## config.mk

```make
export PLATFORM = sky130hd
export DESIGN_NAME = ifetch_top
export DESIGN_NICKNAME = d
export VERILOG_FILES = /design/src/design/ifetch_pkg.sv /design/src/design/fetch_bus_fsm.sv /design/src/design/fetch_fifo.sv /design/src/design/fetch_req_counter.sv /design/src/design/ifetch_top.sv /design/src/design/ir_assembler.sv
export SDC_FILE = /design/constraint.sdc
export NUM_CORES = 1
export LEC_CHECK = 0
export BUFFER_PORTS_ARGS = -buffer_cell sky130_fd_sc_hd__buf_4
export CAP_MARGIN = 30
export CORE_MARGIN = 2
export CORE_UTILIZATION = 35
export CTS_BUF_LIST = sky130_fd_sc_hd__clkbuf_4 sky130_fd_sc_hd__clkbuf_8
export CTS_CLUSTER_DIAMETER = 120
export DETAILED_ROUTE_END_ITERATION = 7
export SLEW_MARGIN = 0
export SYNTH_ARGS = -nofsm -noshare
export SYNTH_HDL_FRONTEND = slang
export SYNTH_SLANG_ARGS = --single-unit
```

## constraint.sdc

```tcl
create_clock -name clk_i -period 5.2 [get_ports clk_i]
set_input_delay 0.78 -clock clk_i [delete_from_list [all_inputs] [get_ports clk_i]]
set_output_delay 0.78 -clock clk_i [all_outputs]
set_load 0.01 [all_outputs]
```

## src/design/ifetch_pkg.sv

```systemverilog
package ifetch_pkg;

  localparam int WORD_W    = 32; // bus data width
  localparam int ADDR_W    = 32;
  localparam int IR_W      = 64; // long instr is two words
  localparam int ADDR_STEP = 4;  // bytes per word
  localparam int LONG_BIT  = 0;  // set on first half of a long instr

  // bus side FSM
  typedef enum logic [2:0] {
    BUS_IDLE,
    BUS_FETCH,
    BUS_END,
    BUS_ABORT,
    BUS_HALT
  } bus_state_t;

  // cpu side assembler
  typedef enum logic [1:0] {
    ASM_RESET,
    ASM_FETCH,
    ASM_FETCH2
  } asm_state_t;

endpackage

```

## src/design/fetch_bus_fsm.sv

```systemverilog
`timescale 1ns/1ps

module fetch_bus_fsm #(
  parameter int                            REQ_MAX    = 4,
  parameter logic [ifetch_pkg::ADDR_W-1:0] START_ADDR = 32'h7000_0000,
  parameter int                            FIFO_AW    = 4
) (
  input  logic                          clk_i,
  input  logic                          rst_i,
  input  logic                          pc_set_i,
  input  logic [ifetch_pkg::ADDR_W-1:0] pc_in_i,
  input  logic                          halt_i,
  input  logic                          wb_ack_i,
  input  logic                          wb_stall_i,
  input  logic [FIFO_AW:0]              level_i,
  input  logic                          last_req_i,
  input  logic                          drained_i,
  output logic                          wb_cyc_o,
  output logic                          wb_stb_o,
  output logic [ifetch_pkg::ADDR_W-1:0] wb_adr_o,
  output logic                          req_o,
  output logic                          clear_o,
  output logic                          push_o
);

  import ifetch_pkg::*;

  localparam int DEPTH = 1 << FIFO_AW;

  bus_state_t state_q;
  bus_state_t state_d;
  logic       room;     // fifo can take a whole burst
  logic       busy;     // acks still owed after this cycle
  logic       redirect;

  assign wb_cyc_o = (state_q == BUS_FETCH) || (state_q == BUS_END) || (state_q == BUS_ABORT);
  assign wb_stb_o = (state_q == BUS_FETCH);
  assign req_o    = wb_stb_o && !wb_stall_i;
  assign clear_o  = (state_q == BUS_IDLE);
  assign push_o   = wb_ack_i && wb_cyc_o && (state_q != BUS_ABORT); // stale acks dropped
  assign room     = (int'(level_i) + REQ_MAX) <= DEPTH;
  assign busy     = !drained_i || req_o;
  assign redirect = pc_set_i && (state_q != BUS_HALT);

  always_comb
  begin
    state_d = state_q;
    case (state_q)
      BUS_IDLE:
      begin
        if (halt_i)
          state_d = BUS_HALT;
        else if (room)
          state_d = BUS_FETCH;
      end
      BUS_FETCH:
        if (last_req_i)
          state_d = BUS_END;
      BUS_END:
        if (drained_i)
          state_d = halt_i ? BUS_HALT : BUS_IDLE;
      BUS_ABORT:
        if (drained_i)
          state_d = BUS_IDLE;
      default:
        state_d = BUS_HALT; // held until reset
    endcase
    if (redirect)
      state_d = busy ? BUS_ABORT : BUS_IDLE;
  end

  always_ff @(posedge clk_i or posedge rst_i)
  begin
    if (rst_i)
    begin
      state_q  <= BUS_IDLE;
      wb_adr_o <= START_ADDR;
    end
    else
    begin
      state_q <= state_d;
      if (redirect)
        wb_adr_o <= pc_in_i;
      else if (req_o)
        wb_adr_o <= wb_adr_o + ADDR_W'(ADDR_STEP);
    end
  end

  if (REQ_MAX > DEPTH)
  begin : g_burst_check
    $error("burst length exceeds fifo depth");
  end

  a_stb_in_cyc : assert property (@(posedge clk_i) disable iff (rst_i)
    wb_stb_o |-> wb_cyc_o);

  // back-pressure holds the request unless a redirect kills it
  a_adr_hold : assert property (@(posedge clk_i) disable iff (rst_i)
    wb_stb_o && wb_stall_i && !pc_set_i |=> wb_stb_o && $stable(wb_adr_o));

endmodule

```

## src/design/fetch_fifo.sv

```systemverilog
`timescale 1ns/1ps

module fetch_fifo #(
  parameter int FIFO_AW = 4
) (
  input  logic                          clk_i,
  input  logic                          rst_i,
  input  logic                          flush_i,
  input  logic                          push_i,
  input  logic [ifetch_pkg::WORD_W-1:0] data_i,
  input  logic                          pop_i,
  output logic [ifetch_pkg::WORD_W-1:0] head_o,
  output logic                          empty_o,
  output logic [FIFO_AW:0]              level_o
);

  import ifetch_pkg::*;

  localparam logic [FIFO_AW:0] DEPTH = 1 << FIFO_AW;

  logic [WORD_W-1:0]  mem [0:DEPTH-1];
  logic [FIFO_AW-1:0] wr_ptr;
  logic [FIFO_AW-1:0] rd_ptr;
  logic [FIFO_AW:0]   count;
  logic               full;
  logic               do_push;
  logic               do_pop;

  assign full    = (count == DEPTH);
  assign empty_o = (count == '0);
  assign level_o = count;
  assign head_o  = mem[rd_ptr]; // oldest word, falls through
  assign do_push = push_i && !flush_i;
  assign do_pop  = pop_i && !empty_o && !flush_i;

  always_ff @(posedge clk_i or posedge rst_i)
  begin
    if (rst_i)
    begin
      wr_ptr <= '0;
      rd_ptr <= '0;
      count  <= '0;
    end
    else if (flush_i) // flush beats push
    begin
      wr_ptr <= '0;
      rd_ptr <= '0;
      count  <= '0;
    end
    else
    begin
      if (do_push)
        wr_ptr <= wr_ptr + 1'b1;
      if (do_pop)
        rd_ptr <= rd_ptr + 1'b1;
      case ({do_push, do_pop})
        2'b10:   count <= count + 1'b1;
        2'b01:   count <= count - 1'b1;
        default: count <= count;
      endcase
    end
  end

  always_ff @(posedge clk_i)
  begin
    if (do_push)
      mem[wr_ptr] <= data_i;
  end

  a_no_overflow : assert property (@(posedge clk_i) disable iff (rst_i)
    push_i && !flush_i |-> !full);

  a_no_underflow : assert property (@(posedge clk_i) disable iff (rst_i)
    pop_i |-> !empty_o);

endmodule

```

## src/design/fetch_req_counter.sv

```systemverilog
`timescale 1ns/1ps

module fetch_req_counter #(
  parameter int REQ_MAX = 4
) (
  input  logic clk_i,
  input  logic rst_i,
  input  logic clear_i,
  input  logic req_i,
  input  logic ack_i,
  output logic last_req_o,
  output logic drained_o
);

  localparam int CNT_W = $clog2(REQ_MAX + 1);

  logic [CNT_W-1:0] req_cnt; // requests accepted this burst
  logic [CNT_W-1:0] ack_cnt;

  // request accepted now is the final one of the burst
  assign last_req_o = req_i && (req_cnt == CNT_W'(REQ_MAX - 1));
  assign drained_o  = (req_cnt == ack_cnt);

  always_ff @(posedge clk_i or posedge rst_i)
  begin
    if (rst_i)
    begin
      req_cnt <= '0;
      ack_cnt <= '0;
    end
    else if (clear_i)
    begin
      req_cnt <= '0;
      ack_cnt <= '0;
    end
    else
    begin
      if (req_i)
        req_cnt <= req_cnt + 1'b1;
      if (ack_i)
        ack_cnt <= ack_cnt + 1'b1;
    end
  end

  // an ack always answers an earlier or simultaneous request
  a_ack_le_req : assert property (@(posedge clk_i) disable iff (rst_i)
    ack_i && !clear_i |-> (ack_cnt < req_cnt) || req_i);

endmodule

```

## src/design/ifetch_top.sv

```systemverilog
`timescale 1ns/1ps

module ifetch_top #(
  parameter int                            REQ_MAX    = 4,
  parameter logic [ifetch_pkg::ADDR_W-1:0] START_ADDR = 32'h7000_0000,
  parameter int                            FIFO_AW    = 4
) (
  input  logic                          clk_i,
  input  logic                          rst_i,
  output logic                          wb_cyc_o,
  output logic                          wb_stb_o,
  output logic [ifetch_pkg::ADDR_W-1:0] wb_adr_o,
  input  logic [ifetch_pkg::WORD_W-1:0] wb_dat_i,
  input  logic                          wb_ack_i,
  input  logic                          wb_stall_i,
  input  logic                          pc_set_i,
  input  logic [ifetch_pkg::ADDR_W-1:0] pc_in_i,
  input  logic                          stall_i,
  input  logic                          halt_i,
  output logic [ifetch_pkg::IR_W-1:0]   ir_o,
  output logic                          ir_valid_o,
  output logic [ifetch_pkg::ADDR_W-1:0] pc_o
);

  import ifetch_pkg::*;

  logic              req;
  logic              clear;
  logic              push;
  logic              pop;
  logic              last_req;
  logic              drained;
  logic              empty;
  logic [FIFO_AW:0]  level;
  logic [WORD_W-1:0] head;

  fetch_bus_fsm #(
    .REQ_MAX    (REQ_MAX),
    .START_ADDR (START_ADDR),
    .FIFO_AW    (FIFO_AW)
  ) u_bus_fsm (
    .clk_i      (clk_i),
    .rst_i      (rst_i),
    .pc_set_i   (pc_set_i),
    .pc_in_i    (pc_in_i),
    .halt_i     (halt_i),
    .wb_ack_i   (wb_ack_i),
    .wb_stall_i (wb_stall_i),
    .level_i    (level),
    .last_req_i (last_req),
    .drained_i  (drained),
    .wb_cyc_o   (wb_cyc_o),
    .wb_stb_o   (wb_stb_o),
    .wb_adr_o   (wb_adr_o),
    .req_o      (req),
    .clear_o    (clear),
    .push_o     (push)
  );

  fetch_req_counter #(
    .REQ_MAX (REQ_MAX)
  ) u_req_counter (
    .clk_i      (clk_i),
    .rst_i      (rst_i),
    .clear_i    (clear),
    .req_i      (req),
    .ack_i      (wb_ack_i),
    .last_req_o (last_req),
    .drained_o  (drained)
  );

  fetch_fifo #(
    .FIFO_AW (FIFO_AW)
  ) u_fifo (
    .clk_i   (clk_i),
    .rst_i   (rst_i),
    .flush_i (pc_set_i), // redirect drops buffered words
    .push_i  (push),
    .data_i  (wb_dat_i),
    .pop_i   (pop),
    .head_o  (head),
    .empty_o (empty),
    .level_o (level)
  );

  ir_assembler #(
    .START_ADDR (START_ADDR)
  ) u_asm (
    .clk_i      (clk_i),
    .rst_i      (rst_i),
    .pc_set_i   (pc_set_i),
    .pc_in_i    (pc_in_i),
    .stall_i    (stall_i),
    .head_i     (head),
    .empty_i    (empty),
    .pop_o      (pop),
    .ir_o       (ir_o),
    .ir_valid_o (ir_valid_o),
    .pc_o       (pc_o)
  );

  // once halted the bus stays quiet and the fifo only drains
  a_halt_bus_quiet : assert property (@(posedge clk_i) disable iff (rst_i)
    u_bus_fsm.state_q == BUS_HALT |=> !wb_cyc_o && (level <= $past(level)));

  a_abort_no_fill : assert property (@(posedge clk_i) disable iff (rst_i)
    u_bus_fsm.state_q == BUS_ABORT |=> level <= $past(level));

endmodule

```

## src/design/ir_assembler.sv

```systemverilog
`timescale 1ns/1ps

module ir_assembler #(
  parameter logic [ifetch_pkg::ADDR_W-1:0] START_ADDR = 32'h7000_0000
) (
  input  logic                          clk_i,
  input  logic                          rst_i,
  input  logic                          pc_set_i,
  input  logic [ifetch_pkg::ADDR_W-1:0] pc_in_i,
  input  logic                          stall_i,
  input  logic [ifetch_pkg::WORD_W-1:0] head_i,
  input  logic                          empty_i,
  output logic                          pop_o,
  output logic [ifetch_pkg::IR_W-1:0]   ir_o,
  output logic                          ir_valid_o,
  output logic [ifetch_pkg::ADDR_W-1:0] pc_o
);

  import ifetch_pkg::*;

  asm_state_t        state_q;
  asm_state_t        state_d;
  logic [WORD_W-1:0] low_q;    // first half of a long instr
  logic [IR_W-1:0]   ir_d;
  logic              valid_d;
  logic              load_low;

  assign pop_o = !stall_i && !empty_i && !pc_set_i && (state_q != ASM_RESET);

  always_comb
  begin
    state_d  = state_q;
    ir_d     = '0;          // bubble unless an instr completes
    valid_d  = 1'b0;
    load_low = 1'b0;
    case (state_q)
      ASM_RESET:
        state_d = ASM_FETCH;
      ASM_FETCH:
        if (pop_o)
        begin
          if (head_i[LONG_BIT])
          begin
            load_low = 1'b1;
            state_d  = ASM_FETCH2;
          end
          else
          begin
            ir_d    = {{(IR_W - WORD_W){1'b0}}, head_i};
            valid_d = 1'b1;
          end
        end
      ASM_FETCH2:
        if (pop_o)
        begin
          ir_d    = {head_i, low_q}; // second word on top
          valid_d = 1'b1;
          state_d = ASM_FETCH;
        end
      default:
        state_d = ASM_RESET;
    endcase
    if (pc_set_i)
      state_d = ASM_RESET;
  end

  always_ff @(posedge clk_i or posedge rst_i)
  begin
    if (rst_i)
    begin
      state_q    <= ASM_RESET;
      pc_o       <= START_ADDR;
      ir_o       <= '0;
      ir_valid_o <= 1'b0;
    end
    else
    begin
      state_q    <= state_d;
      ir_o       <= ir_d;
      ir_valid_o <= valid_d;
      if (pc_set_i)
        pc_o <= pc_in_i;
      else if (pop_o)
        pc_o <= pc_o + ADDR_W'(ADDR_STEP); // past last consumed word
    end
  end

  always_ff @(posedge clk_i)
  begin
    if (load_low)
      low_q <= head_i;
  end

  a_redirect_bubble : assert property (@(posedge clk_i) disable iff (rst_i)
    pc_set_i |=> !ir_valid_o);

endmodule

```

# Word-level counts from Yosys, hierarchy flattened

Memories as Yosys holds them, arrays and structs flattened.
Cells that the tools add are included.
Widths: inputs -> output; s select.

Muxes and demuxes: 41
Eq/ne operators: 18
Order comparisons: 1
Reduce and logical (&&, ||, !) cells: 32
Add/sub/neg operators: 9

Operators by type and width:

| kind                  | count |
|---|---|
| $mux 32               | 5 |
| $mux 64               | 2 |
| $pmux 64 s2           | 1 |
| $add 32x3->32 const B | 2 |
| $mux 3                | 11 |
| $le 32x6->1 const B   | 1 |
| $mux 4                | 4 |
| $reduce_bool 2->1     | 7 |
| $ne 3x3->1 const B    | 4 |
| $pmux 3 s4            | 1 |
| $logic_and 1x1->1     | 11 |
| $mux 2                | 5 |
| $pmux 5 s2            | 1 |
| $eq 3x2->1 const B    | 3 |
| $add 4x1->4 const B   | 2 |
| $mux 1                | 8 |
| $add 3x1->3 const B   | 2 |
| $add 5x3->6 const B   | 1 |
| $ne 3x1->1 const B    | 2 |
| $ne 3x2->1 const B    | 2 |
| $pmux 2 s3            | 1 |
| $add 5x1->5 const B   | 1 |
| $logic_not 1->1       | 5 |
| $logic_not 5->1       | 1 |
| 14 further kinds      | 18 |

Register bits: 185
Bits in writable memories: 512
Bits of input ports: 71
Output and inout bits: 131
Memories kept: 1

Memories:

| memory     | words | width | rd ports | clocked after Yosys merged registers in | wr ports | line             | RTL |
|---|---|---|---|---|---|---|---|
| u_fifo.mem | 16    | 32    | 1        | 0                                       | 1        | fetch_fifo.sv:21 | `logic [WORD_W-1:0] mem [0:DEPTH-1];` |

# Depth between registers and ports, before layout

Gate-level depths: netlist of run 1.

Depth after elaboration: 10
Mapped depth: 12
Gate-level depth less buffers: 12

# By module

Synthesis of run 1 repeated with hierarchy kept, for this count alone.

Cells, all modules: 1600
Area total of the unflattened synthesis: 27790.4 µm²

By module, submodules not included:

| module            | instances | seq. area each (µm²) | area an instance (µm²) | cells each |
|---|---|---|---|---|
| fetch_fifo        | 1         | 15700.1              | 20017.9                | 892 |
| ir_assembler      | 1         | 3442.1               | 5405.2                 | 437 |
| fetch_bus_fsm     | 1         | 879.6                | 2047.0                 | 242 |
| fetch_req_counter | 1         | 150.1                | 320.3                  | 29 |

# Worst setup path before layout of run 1

Ideal clock, no wire load.

Path type: flip-flop to flip-flop
From: reg u_fifo.rd_ptr[0]
To: reg u_asm.low_q[0], enable pin
Slack: -75 ps
Clock period less this slack: 5275 ps
Library setup time: 513 ps
Arrival time: 4762 ps
Path buffers: 2
Cell stages (with the launch flop): 6
Path through: dfrtp_1 > clkbuf_1 > buf_2 > mux2i_1 > mux2_2 > nor4b_1

Cells in the longest elaborated chain, start to end: 4

Ends and longest elaborated chain:

| element                  | line               | RTL |
|---|---|---|
| start: declaration       | fetch_fifo.sv:23   | `logic [FIFO_AW-1:0] rd_ptr;` |
| start signal: assignment | fetch_fifo.sv:55   | `rd_ptr <= rd_ptr + 1'b1;` |
| $mem_v2 16x32            | n/a                |  |
| $mux 1                   | ir_assembler.sv:42 | `if (head_i[LONG_BIT])` |
| $mux 1                   | ir_assembler.sv:40 | `if (pop_o)` |
| $mux 1                   | ir_assembler.sv:36 | `case (state_q)` |
| via u_asm.load_low       | ir_assembler.sv:26 | `logic load_low;` |
| end signal: assignment   | ir_assembler.sv:91 | `low_q <= head_i;` |
| end: declaration         | ir_assembler.sv:23 | `logic [WORD_W-1:0] low_q;` |

The timed path passes the listed nets, and every way through them passes these cells.
A chain may end at the register's enable or synchronous reset.

# Worst setup path after layout of run 1

From: reg u_fifo.count[1] (netlist: u_fifo.level_o[1])
To: reg u_fifo.count[4] (netlist: u_fifo.level_o[4])

Cells in the longest elaborated chain, start to end: 10
Elaborated cells between the ends (all ways): 14
Those cells by class: add/sub: 2; eq/ne: 2; mux: 2; reduce/logical: 8

Ends and longest elaborated chain:

| element                                         | line                                 | RTL |
|---|---|---|
| start: declaration                              | fetch_fifo.sv:24                     | `logic [FIFO_AW:0] count;` |
| start signal: assignment                        | fetch_fifo.sv:57                     | `2'b10: count <= count + 1'b1;` |
| start signal: assignment                        | fetch_fifo.sv:58                     | `2'b01: count <= count - 1'b1;` |
| start signal: assignment                        | fetch_fifo.sv:59                     | `default: count <= count;` |
| $logic_not 5->1                                 | fetch_fifo.sv:30                     | `assign empty_o = (count == '0);` |
| $logic_not 1->1                                 | fetch_fifo.sv:34, ir_assembler.sv:28 |  |
| $logic_and 1x1->1 (3 in series)                 | ir_assembler.sv:28                   | `assign pop_o = !stall_i && !empty_i && !pc_set_i && (state_q != ASM_RESET);` |
| $logic_and 1x1->1 (2 in series)                 | fetch_fifo.sv:34                     | `assign do_pop = pop_i && !empty_o && !flush_i;` |
| $eq 2x1->1 / $eq 2x2->1 (equally long branches) | fetch_fifo.sv:56                     | `case ({do_push, do_pop})` |
| $pmux 5 s2                                      | fetch_fifo.sv:56                     |  |
| $mux 5                                          | fetch_fifo.sv:44                     | `else if (flush_i)` |

Parallel ways exist; a longest one is shown, timed or not.

==> results of run 1 <==
-- worst min path at each step --
stage / cells past startpoint / end / slack (ps) / from
finish: 3 / u_bus_fsm.wb_adr_o[0] / 290 / pc_in_i[0]
global route: 3 / u_bus_fsm.wb_adr_o[9] / 240 / pc_in_i[9]
CTS: 3 / u_bus_fsm.wb_adr_o[1] / 210 / pc_in_i[1]
detailed placement: 1 / u_asm.ir_o[0] / 450 / u_asm.low_q[0]
global placement: 1 / u_asm.ir_o[8] / 450 / u_asm.low_q[8]
floorplan: 1 / u_asm.ir_o[0] / 430 / u_asm.low_q[0]
-- metrics by stage --
step	hold slack, ps	instance area [sq um]	instances	util (%)	setup slack [ps]
2_1_floorplan	427	27500	1475	-	308
3_3_place_gp	452	30300	2658	39.1	1830
3_5_place_dp	454	30600	2671	39.4	2020
4_1_cts	207	33100	2880	42.7	2090
5_1_grt	240	33200	2883	42.7	1870
6_report	285	33200	2883	42.7	2070
-- per-layer routing --
layer,GRT usage (%),part of all wire [%]
met1,21.9,42
met2,26.6,48
met3,4.36,7.2
met4,4.42,2.0
met5,0,0.080
-- Yosys cell counts (all sizes together), types with 9 or more instances --
cell type,number,area [sq um]
a22o,32,280
and2,33,206
and3,13,81.3
and4,9,78.8
buf,25,125
clkbuf,48,180
dfrtp,147,3680
edfxtp,544,16300
ha,17,213
inv,16,60.1
mux4,159,3580
nand2,101,379
nand3,23,128
nand4,15,93.8
nor2,45,169
nor3,20,100
nor4,16,115
o21ai,63,319
xnor2,41,359
xor2,27,236
-- worst max-delay path, delay by kind of cell (launching register included) --
family	cells	cell delay (ps)
simple gates	5	1360
compound gates	3	790
flops	1	430
fa+ha+maj	1	320
buf+inv	1	90
-- report_power, final --
group	total (mW)	leakage, nW	switching (mW)	internal (mW)
Clock	5.21	1.31	2.24	2.97
Combinational	1.83	3.26	0.963	0.870
Sequential	6.52	6.88	0.261	6.26
-- state kept, by name, summed over array words and instances, names as in the netlist, 4 cells and up --
name and flops:
u_bus_fsm.wb_adr_o 32, u_fifo.mem 512, u_asm.ir_o 64, u_asm.low_q 32
u_fifo.wr_ptr 4, u_fifo.rd_ptr 4, u_asm.pc_o 32, u_fifo.level_o 5
-- area by class of cell --
type	count	area (sq um)	share of cell area, %
inverters	16	65.1	0.196
multi-input cells	689	7100	21.4
repair buffers	231	1990	6.01
clock buffers	147	1870	5.65
clock inverters	62	644	1.94
flip-flops and latches	697	20200	60.9
diodes	1	2.50	0.00755
well taps	1040	1300	3.92
-- cells by family after synthesis --
| family | Yosys count |
|---|---|
| adder cells (fa/ha/maj) | 18 |
| AO/OA/AOI/OAI | 125 |
| XOR/XNOR | 68 |
| multiplexers | 170 |
| flip-flops | 697 |
| buffers and inverters | 89 |
| AND/OR/NAND/NOR | 308 |
==> flow_summary.html, run 1 <==
<table>
<tr><th>Metric</th><th>Value</th></tr>
<tr><th colspan="2">Outcome</th></tr>
<tr><td>Run status</td><td>completed</td></tr>
<tr><th colspan="2">Layout</th></tr>
<tr><td>Filler Cell Count</td><td>6903</td></tr>
<tr><td>Leading cell types in the layout, fill and taps excluded</td><td>544 x sky130_fd_sc_hd__edfxtp_1, 212 x sky130_fd_sc_hd__buf_4, 159 x sky130_fd_sc_hd__mux4_2</td></tr>
<tr><td>Area Growth Syn to Fin</td><td>20.6%</td></tr>
<tr><td>Total Nets Final</td><td>1836</td></tr>
<tr><td>Most common cell after layout, fill and taps aside</td><td>sky130_fd_sc_hd__edfxtp_1</td></tr>
<tr><td>Fraction of final layout cells sized beyond drive strength 1</td><td>33.3%</td></tr>
<tr><th colspan="2">Placed design</th></tr>
<tr><td>Post-detail-place hpwl</td><td>40300 um</td></tr>
<tr><td>Final Wtd Congestion</td><td>between 0.8 and 0.9</td></tr>
<tr><td>Number of port buffers</td><td>~200</td></tr>
<tr><th colspan="2">Floorplan</th></tr>
<tr><td>Die footprint</td><td>~81000 sq um</td></tr>
<tr><td>Starting utilization of the core area</td><td>between 30% and 40%</td></tr>
<tr><td>Die outline width</td><td>~280 um</td></tr>
<tr><td>Number of placement rows</td><td>approximately 100</td></tr>
<tr><td>Die H</td><td>284 um</td></tr>
<tr><td>Boundary Pins</td><td>slightly above 200</td></tr>
<tr><td>Core Area</td><td>approximately 78000 sq um</td></tr>
<tr><th colspan="2">Timing</th></tr>
<tr><td>Pins Over Slew Limit</td><td>0</td></tr>
<tr><td>Transition time at the pin with the least slew margin</td><td>roughly 870 ps</td></tr>
<tr><td>Final setup vio count</td><td>0</td></tr>
<tr><td>Relative slew slack</td><td>between 40% and 50%</td></tr>
<tr><td>Clock skew</td><td>34.7 ps</td></tr>
<tr><td>Setup repair after global routing missed its margin</td><td>no</td></tr>
<tr><td>Total Negative Setup Slacks</td><td>0 ps</td></tr>
<tr><td>Period utilisation layout</td><td>between 60% and 70%</td></tr>
<tr><td>Final-report hold violation count</td><td>0</td></tr>
<tr><td>Final critical-path required period</td><td>approximately 3100 ps</td></tr>
<tr><td>Maximum operating frequency</td><td>0.320 GHz</td></tr>
<tr><th colspan="2">Setup path</th></tr>
<tr><td>FF-to-FF path depth</td><td>10</td></tr>
<tr><td>Cells along the critical path</td><td>or4_1 -&gt; o21ai_2 -&gt; or3_1 -&gt; inv_1 -&gt; ha_1 -&gt; nor2b_1 -&gt; o21a_1 -&gt; nor4_1 -&gt; o21ai_0 -&gt; nor3b_1</td></tr>
<tr><td>Register-to-register setup slack</td><td>between 2000 and 2500 ps</td></tr>
<tr><td>Data required time at the worst endpoint</td><td>~5800 ps</td></tr>
<tr><td>Critical Path Slowest Stage Cell</td><td>sky130_fd_sc_hd__or4_1</td></tr>
<tr><td>Kind of start point of the critical path</td><td>register</td></tr>
<tr><td>CP arrival</td><td>3710 ps</td></tr>
<tr><td>FF-to-FF End</td><td>u_fifo.level_o[4]</td></tr>
<tr><td>Crit path to</td><td>u_fifo.level_o[4]</td></tr>
<tr><td>Type of the setup path with the least slack</td><td>reg2reg</td></tr>
<tr><td>Start point of the critical path</td><td>u_fifo.level_o[1]</td></tr>
<tr><td>Slowest Stage Delay on Critical Path</td><td>slightly above 600 ps</td></tr>
<tr><td>Worst Path Max Fanout</td><td>10</td></tr>
<tr><td>Launching point of the worst reg2reg path</td><td>u_fifo.level_o[1]</td></tr>
<tr><td>Kind of capture point of the worst setup path</td><td>register</td></tr>
<tr><th colspan="2">Pwr</th></tr>
<tr><td>Total power draw</td><td>13.6 mW</td></tr>
<tr><td>Worst vdd ir</td><td>between 0.2 and 0.25 mV</td></tr>
<tr><td>Power density normalized to cell area</td><td>409 nW/um^2</td></tr>
<tr><td>Reported leakage power</td><td>11.5 nW</td></tr>
<tr><th colspan="2">Clock network</th></tr>
<tr><td>Clock-pin slew of the registers on the worst-case setup and hold paths</td><td>about 60 ps</td></tr>
<tr><td>Clk_lat worst skew</td><td>roughly 740 ps</td></tr>
<tr><td>Number of buffers added by the clock tree synthesis step</td><td>approximately 110</td></tr>
<tr><td>Root Buffer</td><td>sky130_fd_sc_hd__clkbuf_8</td></tr>
<tr><td>Max Root-Sink Buffers</td><td>3</td></tr>
<tr><td>Post-cts sizing count</td><td>0</td></tr>
<tr><td># H-tree levels</td><td>3</td></tr>
<tr><td>Setup fix buffers added after clock tree synthesis</td><td>0</td></tr>
<tr><td>Hold-fix buffers, CTS</td><td>0</td></tr>
<tr><td>Clk sink count</td><td>between 600 and 700</td></tr>
<tr><td>CTS tree</td><td>yes</td></tr>
<tr><th colspan="2">Yosys</th></tr>
<tr><td>Post-Synthesis Cells</td><td>roughly 1500</td></tr>
<tr><td>Simple-gate share of the synthesized area</td><td>5.87%</td></tr>
<tr><td>Fraction of the yosys area taken by sequential cells</td><td>73.4%</td></tr>
<tr><td>Compound-cell area share of the yosys netlist</td><td>2.98%</td></tr>
<tr><td>Number of different library cells in the post-synthesis netlist</td><td>59</td></tr>
<tr><td>Most used DFF post-synth</td><td>sky130_fd_sc_hd__edfxtp_1</td></tr>
<tr><td>Multiplexer area fraction after synthesis</td><td>a little over an eighth</td></tr>
<tr><td>Mean post-synth cell area</td><td>18.6 sq um</td></tr>
<tr><td>Post-synthesis instance area</td><td>around 27000 sq um</td></tr>
<tr><td>Yosys warns</td><td>0</td></tr>
<tr><td>Post-Synth Adder-Cell Area</td><td>less than 1%</td></tr>
<tr><td>Number of register bits inferred by synthesis</td><td>697</td></tr>
<tr><td>Largest family of logic cells by synthesized area</td><td>multiplexers</td></tr>
<tr><td>Number of flops mapped to enable cells by yosys</td><td>around 540</td></tr>
<tr><td>Post-Synth XOR/XNOR Area</td><td>around 2.2%</td></tr>
<tr><td>Proportion of register bits with asynchronous set or reset after synthesis</td><td>22.0%</td></tr>
<tr><td>Syn Nets</td><td>around 1600</td></tr>
<tr><th colspan="2">Detailed routing</th></tr>
<tr><td>Number of violations reported at the end of detailed-routing iteration 0</td><td>between 1000 and 1500</td></tr>
<tr><td>Via density per instance</td><td>approximately 5.1</td></tr>
<tr><td>Routed Antenna Nets</td><td>0</td></tr>
<tr><td>Wire length per cell</td><td>between 20 and 25 um</td></tr>
<tr><td>Drc violations</td><td>0</td></tr>
<tr><td>Count of vias placed by the detailed router</td><td>between 10000 and 15000</td></tr>
<tr><td>Post-detailed-routing wire length</td><td>roughly 66000 um</td></tr>
<tr><td>First-pass iteration count of the detailed router</td><td>5</td></tr>
<tr><th colspan="2">Global routing</th></tr>
<tr><td>Total routing usage reported by global routing</td><td>around 16%</td></tr>
<tr><td>Wire length of the first global-routing pass</td><td>about 100000 um</td></tr>
<tr><td>Aggregate global routing overflow</td><td>0</td></tr>
<tr><td>Largest net degree at the start of global routing</td><td>99</td></tr>
<tr><td>Vias in the first global route</td><td>~15000</td></tr>
<tr><td>Initial antenna violation count</td><td>5</td></tr>
<tr><th colspan="2">Flow run</th></tr>
<tr><td>Max Cap Violations</td><td>0</td></tr>
<tr><th colspan="2">Min path</th></tr>
<tr><td>Min-delay worst type</td><td>in2reg</td></tr>
</table>
No activity file was read; power rests on OpenSTA's default activity.
==> inputs of run 2 (changes only) <==
--- a/config.mk
+++ b/config.mk
@@ -5,6 +5,7 @@
 export SDC_FILE = /design/constraint.sdc
 export NUM_CORES = 1
 export LEC_CHECK = 0
+export ABC_AREA = 1
 export BUFFER_PORTS_ARGS = -buffer_cell sky130_fd_sc_hd__buf_4
 export CAP_MARGIN = 30
 export CORE_MARGIN = 2
==> constraint.sdc (replaced) <==
create_clock -name clk_i -period 3 [get_ports clk_i]
set_input_delay 0.45 -clock clk_i [delete_from_list [all_inputs] [get_ports clk_i]]
set_output_delay 0.45 -clock clk_i [all_outputs]
set_load 0.01 [all_outputs]
==> flow_summary.html, run 2 <==
<table>
<tr><th>Metric</th><th>Value</th></tr>
<tr><th colspan="2">Outcome</th></tr>
<tr><td>Run status</td><td>completed</td></tr>
<tr><th colspan="2">Floorplan</th></tr>
<tr><td>Starting utilization of the core area</td><td>35.3% (-0.17 points)</td></tr>
<tr><td>Number of placement rows</td><td>106 (+3.9%)</td></tr>
<tr><td>Core Area</td><td>83600 sq um (+7.7%)</td></tr>
<tr><td>Die outline width</td><td>294 um (+3.5%)</td></tr>
<tr><td>Die footprint</td><td>86500 sq um (+7.1%)</td></tr>
<tr><td>Die H</td><td>294 um (+3.5%)</td></tr>
<tr><td>Boundary Pins</td><td>202 (unchanged)</td></tr>
<tr><th colspan="2">Setup path</th></tr>
<tr><td>Cells along the critical path</td><td>inv_1 -&gt; ha_1 -&gt; nor3_2 -&gt; nand2_2 -&gt; inv_2 -&gt; buf_4 -&gt; nand3_1 -&gt; nor2_4 -&gt; nand2_1 -&gt; nand2_1</td></tr>
<tr><td>Cell class contributing the biggest share of worst-path delay</td><td>simple AND/OR/NAND/NOR gates</td></tr>
<tr><td>Critical Path Slowest Stage Cell</td><td>sky130_fd_sc_hd__nor2_4</td></tr>
<tr><td>Worst Path Max Fanout</td><td>31 (+21)</td></tr>
<tr><td>Slowest Stage Delay on Critical Path</td><td>690 ps (+80 ps)</td></tr>
<tr><td>Number of buffers and inverters on the critical path</td><td>3 (+2)</td></tr>
<tr><td>CP arrival</td><td>3190 ps (-520 ps)</td></tr>
<tr><td>FF-to-FF path depth</td><td>10 (unchanged)</td></tr>
<tr><td>Dominant cell type by count on the critical path</td><td>sky130_fd_sc_hd__nand2_1</td></tr>
<tr><td>Kind of capture point of the worst setup path</td><td>register</td></tr>
<tr><td>Launching point of the worst reg2reg path</td><td>u_asm.state_q[0]</td></tr>
<tr><td>Data required time at the worst endpoint</td><td>3640 ps (-2150 ps)</td></tr>
<tr><td>Kind of start point of the critical path</td><td>register</td></tr>
<tr><td>Register-to-register setup slack</td><td>450 ps (-1630 ps)</td></tr>
<tr><td>Type of the setup path with the least slack</td><td>reg2reg</td></tr>
<tr><td>FF-to-FF End</td><td>u_asm.ir_o[3]</td></tr>
<tr><th colspan="2">Yosys</th></tr>
<tr><td>Post-Synthesis Cells</td><td>2740 (+86%)</td></tr>
<tr><td>Yosys warns</td><td>0 (unchanged)</td></tr>
<tr><td>Mean post-synth cell area</td><td>10.8 sq um (-42%)</td></tr>
<tr><td>Most instantiated library cell after synthesis</td><td>sky130_fd_sc_hd__nand2_1</td></tr>
<tr><td>Fraction of the yosys area taken by sequential cells</td><td>68.5% (-4.9 points)</td></tr>
<tr><td>Number of register bits inferred by synthesis</td><td>697 (unchanged)</td></tr>
<tr><td>Proportion of register bits with asynchronous set or reset after synthesis</td><td>22.0% (unchanged)</td></tr>
<tr><td>Number of different library cells in the post-synthesis netlist</td><td>40 (-32%)</td></tr>
<tr><td>Most instantiated cells after synthesis</td><td>779 x sky130_fd_sc_hd__nand2_1, 544 x sky130_fd_sc_hd__edfxtp_1, 332 x sky130_fd_sc_hd__nor2_1</td></tr>
<tr><td>Number of flops mapped to enable cells by yosys</td><td>544 (unchanged)</td></tr>
<tr><td>Cell types occupying the most area after synthesis</td><td>sky130_fd_sc_hd__edfxtp_1 55%, sky130_fd_sc_hd__dfrtp_1 12%, sky130_fd_sc_hd__nand2_1 9.9%</td></tr>
<tr><td>Share of Yosys cell area claimed by the top area cell type</td><td>55.4% (-4.0 points)</td></tr>
<tr><td>Post-synthesis instance area</td><td>29500 sq um (+7.2%)</td></tr>
<tr><td>Syn Nets</td><td>2829 (+81%)</td></tr>
<tr><td>Most used DFF post-synth</td><td>sky130_fd_sc_hd__edfxtp_1</td></tr>
<tr><td>Cell type with the largest total area after synthesis</td><td>sky130_fd_sc_hd__edfxtp_1</td></tr>
<tr><th colspan="2">Global routing</th></tr>
<tr><td>Aggregate global routing overflow</td><td>0 (unchanged)</td></tr>
<tr><td>Wire length of the first global-routing pass</td><td>125000 um (+26%)</td></tr>
<tr><td>Total routing usage reported by global routing</td><td>18.9% (+2.5 points)</td></tr>
<tr><td>Vias in the first global route</td><td>20700 (+34%)</td></tr>
<tr><td>Initial antenna violation count</td><td>3 (-2)</td></tr>
<tr><td>Largest net degree at the start of global routing</td><td>86 (-13%)</td></tr>
<tr><th colspan="2">Layout</th></tr>
<tr><td>Register cell area after layout</td><td>20200 sq um (about the same)</td></tr>
<tr><td>Area occupied by multi-input gates</td><td>8160 sq um (+15%)</td></tr>
<tr><td>Largest Register</td><td>u_fifo.mem</td></tr>
<tr><td>Fraction of final layout cells sized beyond drive strength 1</td><td>16.3% (-17 points)</td></tr>
<tr><td>Leading cell types in the layout, fill and taps excluded</td><td>778 x sky130_fd_sc_hd__nand2_1, 544 x sky130_fd_sc_hd__edfxtp_1, 320 x sky130_fd_sc_hd__nor2_1</td></tr>
<tr><td>Most common cell after layout, fill and taps aside</td><td>sky130_fd_sc_hd__nand2_1</td></tr>
<tr><td>Total Nets Final</td><td>3137 (+71%)</td></tr>
<tr><td>Area Growth Syn to Fin</td><td>20.3%</td></tr>
<tr><td>Registers with the most flip-flops</td><td>u_fifo.mem (512), u_asm.ir_o (64)</td></tr>
<tr><td>Filler Cell Count</td><td>7831 (+13%)</td></tr>
<tr><td>Flip-flop count of the largest register, all copies and words added</td><td>512 (unchanged)</td></tr>
<tr><th colspan="2">Clock network</th></tr>
<tr><td>Post-cts sizing count</td><td>0 (unchanged)</td></tr>
<tr><td>Clk_lat worst skew</td><td>740 ps (about the same)</td></tr>
<tr><td>Number of buffers added by the clock tree synthesis step</td><td>114 (+1.8%)</td></tr>
<tr><td>CTS tree</td><td>yes</td></tr>
<tr><td># H-tree levels</td><td>3 (unchanged)</td></tr>
<tr><td>Root Buffer</td><td>sky130_fd_sc_hd__clkbuf_8</td></tr>
<tr><td>Clock-pin slew of the registers on the worst-case setup and hold paths</td><td>60 ps (about the same)</td></tr>
<tr><td>Max Root-Sink Buffers</td><td>3 (unchanged)</td></tr>
<tr><td>Clk sink count</td><td>697 (unchanged)</td></tr>
<tr><th colspan="2">Detailed routing</th></tr>
<tr><td>Post-detailed-routing wire length</td><td>82600 um (+24%)</td></tr>
<tr><td>Count of vias placed by the detailed router</td><td>21200 (+43%)</td></tr>
<tr><td>Drc violations</td><td>0 (unchanged)</td></tr>
<tr><td>Wire length per cell</td><td>19.5 um (-15%)</td></tr>
<tr><td>Number of violations reported at the end of detailed-routing iteration 0</td><td>1755 (+53%)</td></tr>
<tr><td>First-pass iteration count of the detailed router</td><td>7 (+2)</td></tr>
<tr><td>Routed Antenna Nets</td><td>0 (unchanged)</td></tr>
<tr><td>Via density per instance</td><td>5.01 (-2.6%)</td></tr>
<tr><th colspan="2">Timing</th></tr>
<tr><td>Maximum operating frequency</td><td>0.392 GHz (+23%)</td></tr>
<tr><td>Transition time at the pin with the least slew margin</td><td>816 ps (-54.1 ps)</td></tr>
<tr><td>Setup repair after global routing missed its margin</td><td>no</td></tr>
<tr><td>Pins Over Slew Limit</td><td>0 (unchanged)</td></tr>
<tr><td>Period utilisation layout</td><td>85.1% (+25 points)</td></tr>
<tr><td>Setup ws final</td><td>448 ps (-1630 ps)</td></tr>
<tr><td>Relative slew slack</td><td>45.5% (+3.6 points)</td></tr>
<tr><td>Clock skew</td><td>42.4 ps (+7.63 ps)</td></tr>
<tr><td>Final setup vio count</td><td>0 (unchanged)</td></tr>
<tr><td>Final-report hold violation count</td><td>0 (unchanged)</td></tr>
<tr><td>Final critical-path required period</td><td>2550 ps (-574 ps)</td></tr>
<tr><th colspan="2">Min path</th></tr>
<tr><td>Beginning of the worst hold path</td><td>pc_in_i[22]</td></tr>
<tr><td>Number of cells on the worst hold path</td><td>4 (+1)</td></tr>
<tr><td>Min-delay worst type</td><td>in2reg</td></tr>
<tr><td>WHS Endpoint</td><td>u_bus_fsm.wb_adr_o[22]</td></tr>
<tr><th colspan="2">Pwr</th></tr>
<tr><td>Reported leakage power</td><td>13.9 nW (+22%)</td></tr>
<tr><td>Total power draw</td><td>25.5 mW (+88%)</td></tr>
<tr><td>Power density normalized to cell area</td><td>718 nW/um^2 (+76%)</td></tr>
<tr><td>Worst vdd ir</td><td>0.392 mV (+60%)</td></tr>
<tr><th colspan="2">Flow run</th></tr>
<tr><td>Max Cap Violations</td><td>0 (unchanged)</td></tr>
<tr><th colspan="2">Placed design</th></tr>
<tr><td>Final Wtd Congestion</td><td>0.932 (+13%)</td></tr>
<tr><td>Pre-CTS worst setup slack</td><td>426 ps (-1590 ps)</td></tr>
<tr><td>Number of port buffers</td><td>201 (unchanged)</td></tr>
<tr><td>Post-detail-place hpwl</td><td>52300 um (+30%)</td></tr>
</table>
==> run 2: kinds of logic (layout without fill, tap and decap cells) <==
kind of cell	count (synthesis)	in the layout	share of synthesized area, %
AOI/OAI and AO/OA	437	437	8.26
xor gates and xnor gates	24	24	0.713
adders and majority gates	18	18	0.790
buffers and inverters	268	676	4.29
DFF	697	697	68.5
other	0	4	0
and+or+nand+nor	1296	1296	17.5
==> run 2: worst max path at each step <==
stage                         startpoint           endpoint  slack, ps  cells after the start
floorplan           u_bus_fsm.state_q[0]  u_fifo.mem[11][0]       -910                      6
global placement                pc_set_i     u_asm.ir_o[12]        540                      9
detailed placement      u_asm.state_q[0]     u_asm.ir_o[27]        430                     10
CTS                     u_asm.state_q[0]      u_asm.ir_o[3]        380                     10
global route            u_asm.state_q[0]     u_asm.ir_o[24]        150                     10
finish                  u_asm.state_q[0]      u_asm.ir_o[3]        450                     10
==> run 2: layout make-up <==
cell class              count  share of cell area [%]
multi-input cells        1775                    23.0
flip-flops and latches    697                    56.9
clock inverters            42                    1.01
diodes                      4                  0.0282
inverters                 143                    1.55
clock buffers             174                    5.91
well taps                1080                    3.81
repair buffers            317                    7.78
==> run 2: what timing repair did <==
action                                  4_1_cts  5_1_grt
buffers inserted                              0        0
hold endpoints to repair                    567        0
hold buffers                                 52        0
endpoints found under the setup margin        0        0
==> run 2: metal layers <==
layer / global-route usage, % / up-vias / wire length (um)
met2: 31.0 / 742 / 38800
li1: - / 10000 / -
met5: 0 / - / 26
met4: 6.37 / 4 / 2120
met3: 2.98 / 139 / 5290
met1: 25.7 / 10300 / 36400
==> run 2: report_power, final <==
part / leakage, nW / switching (mW) / internal (mW)
sequential: 6.88 / 0.638 / 11.0
clock: 1.30 / 3.89 / 4.85
combinational: 5.76 / 3.40 / 1.69
total: 13.9 / 7.93 / 17.5
==> run 2: metrics by stage <==
step                cell area (sq um)  setup TNS, ps  hold WS, ps  util [%]  std cells
finish                          35500              0         71.7      42.4       4232
floorplan                       29500        -116690          425         -       2740
detailed placement              32500              0          433      38.9       3960
CTS                             35400              0         3.83      42.4       4228
global route                    35500              0         48.8      42.4       4232
global placement                32500              0          431      38.9       3960
==> run 2: worst reg2reg max path: cells and delay by family, from the launching register on <==
kind / cells / cell delay, ps
buf+inv: 3 / 460
flops: 1 / 390
simple gates: 6 / 1400
fa+ha+maj: 1 / 220
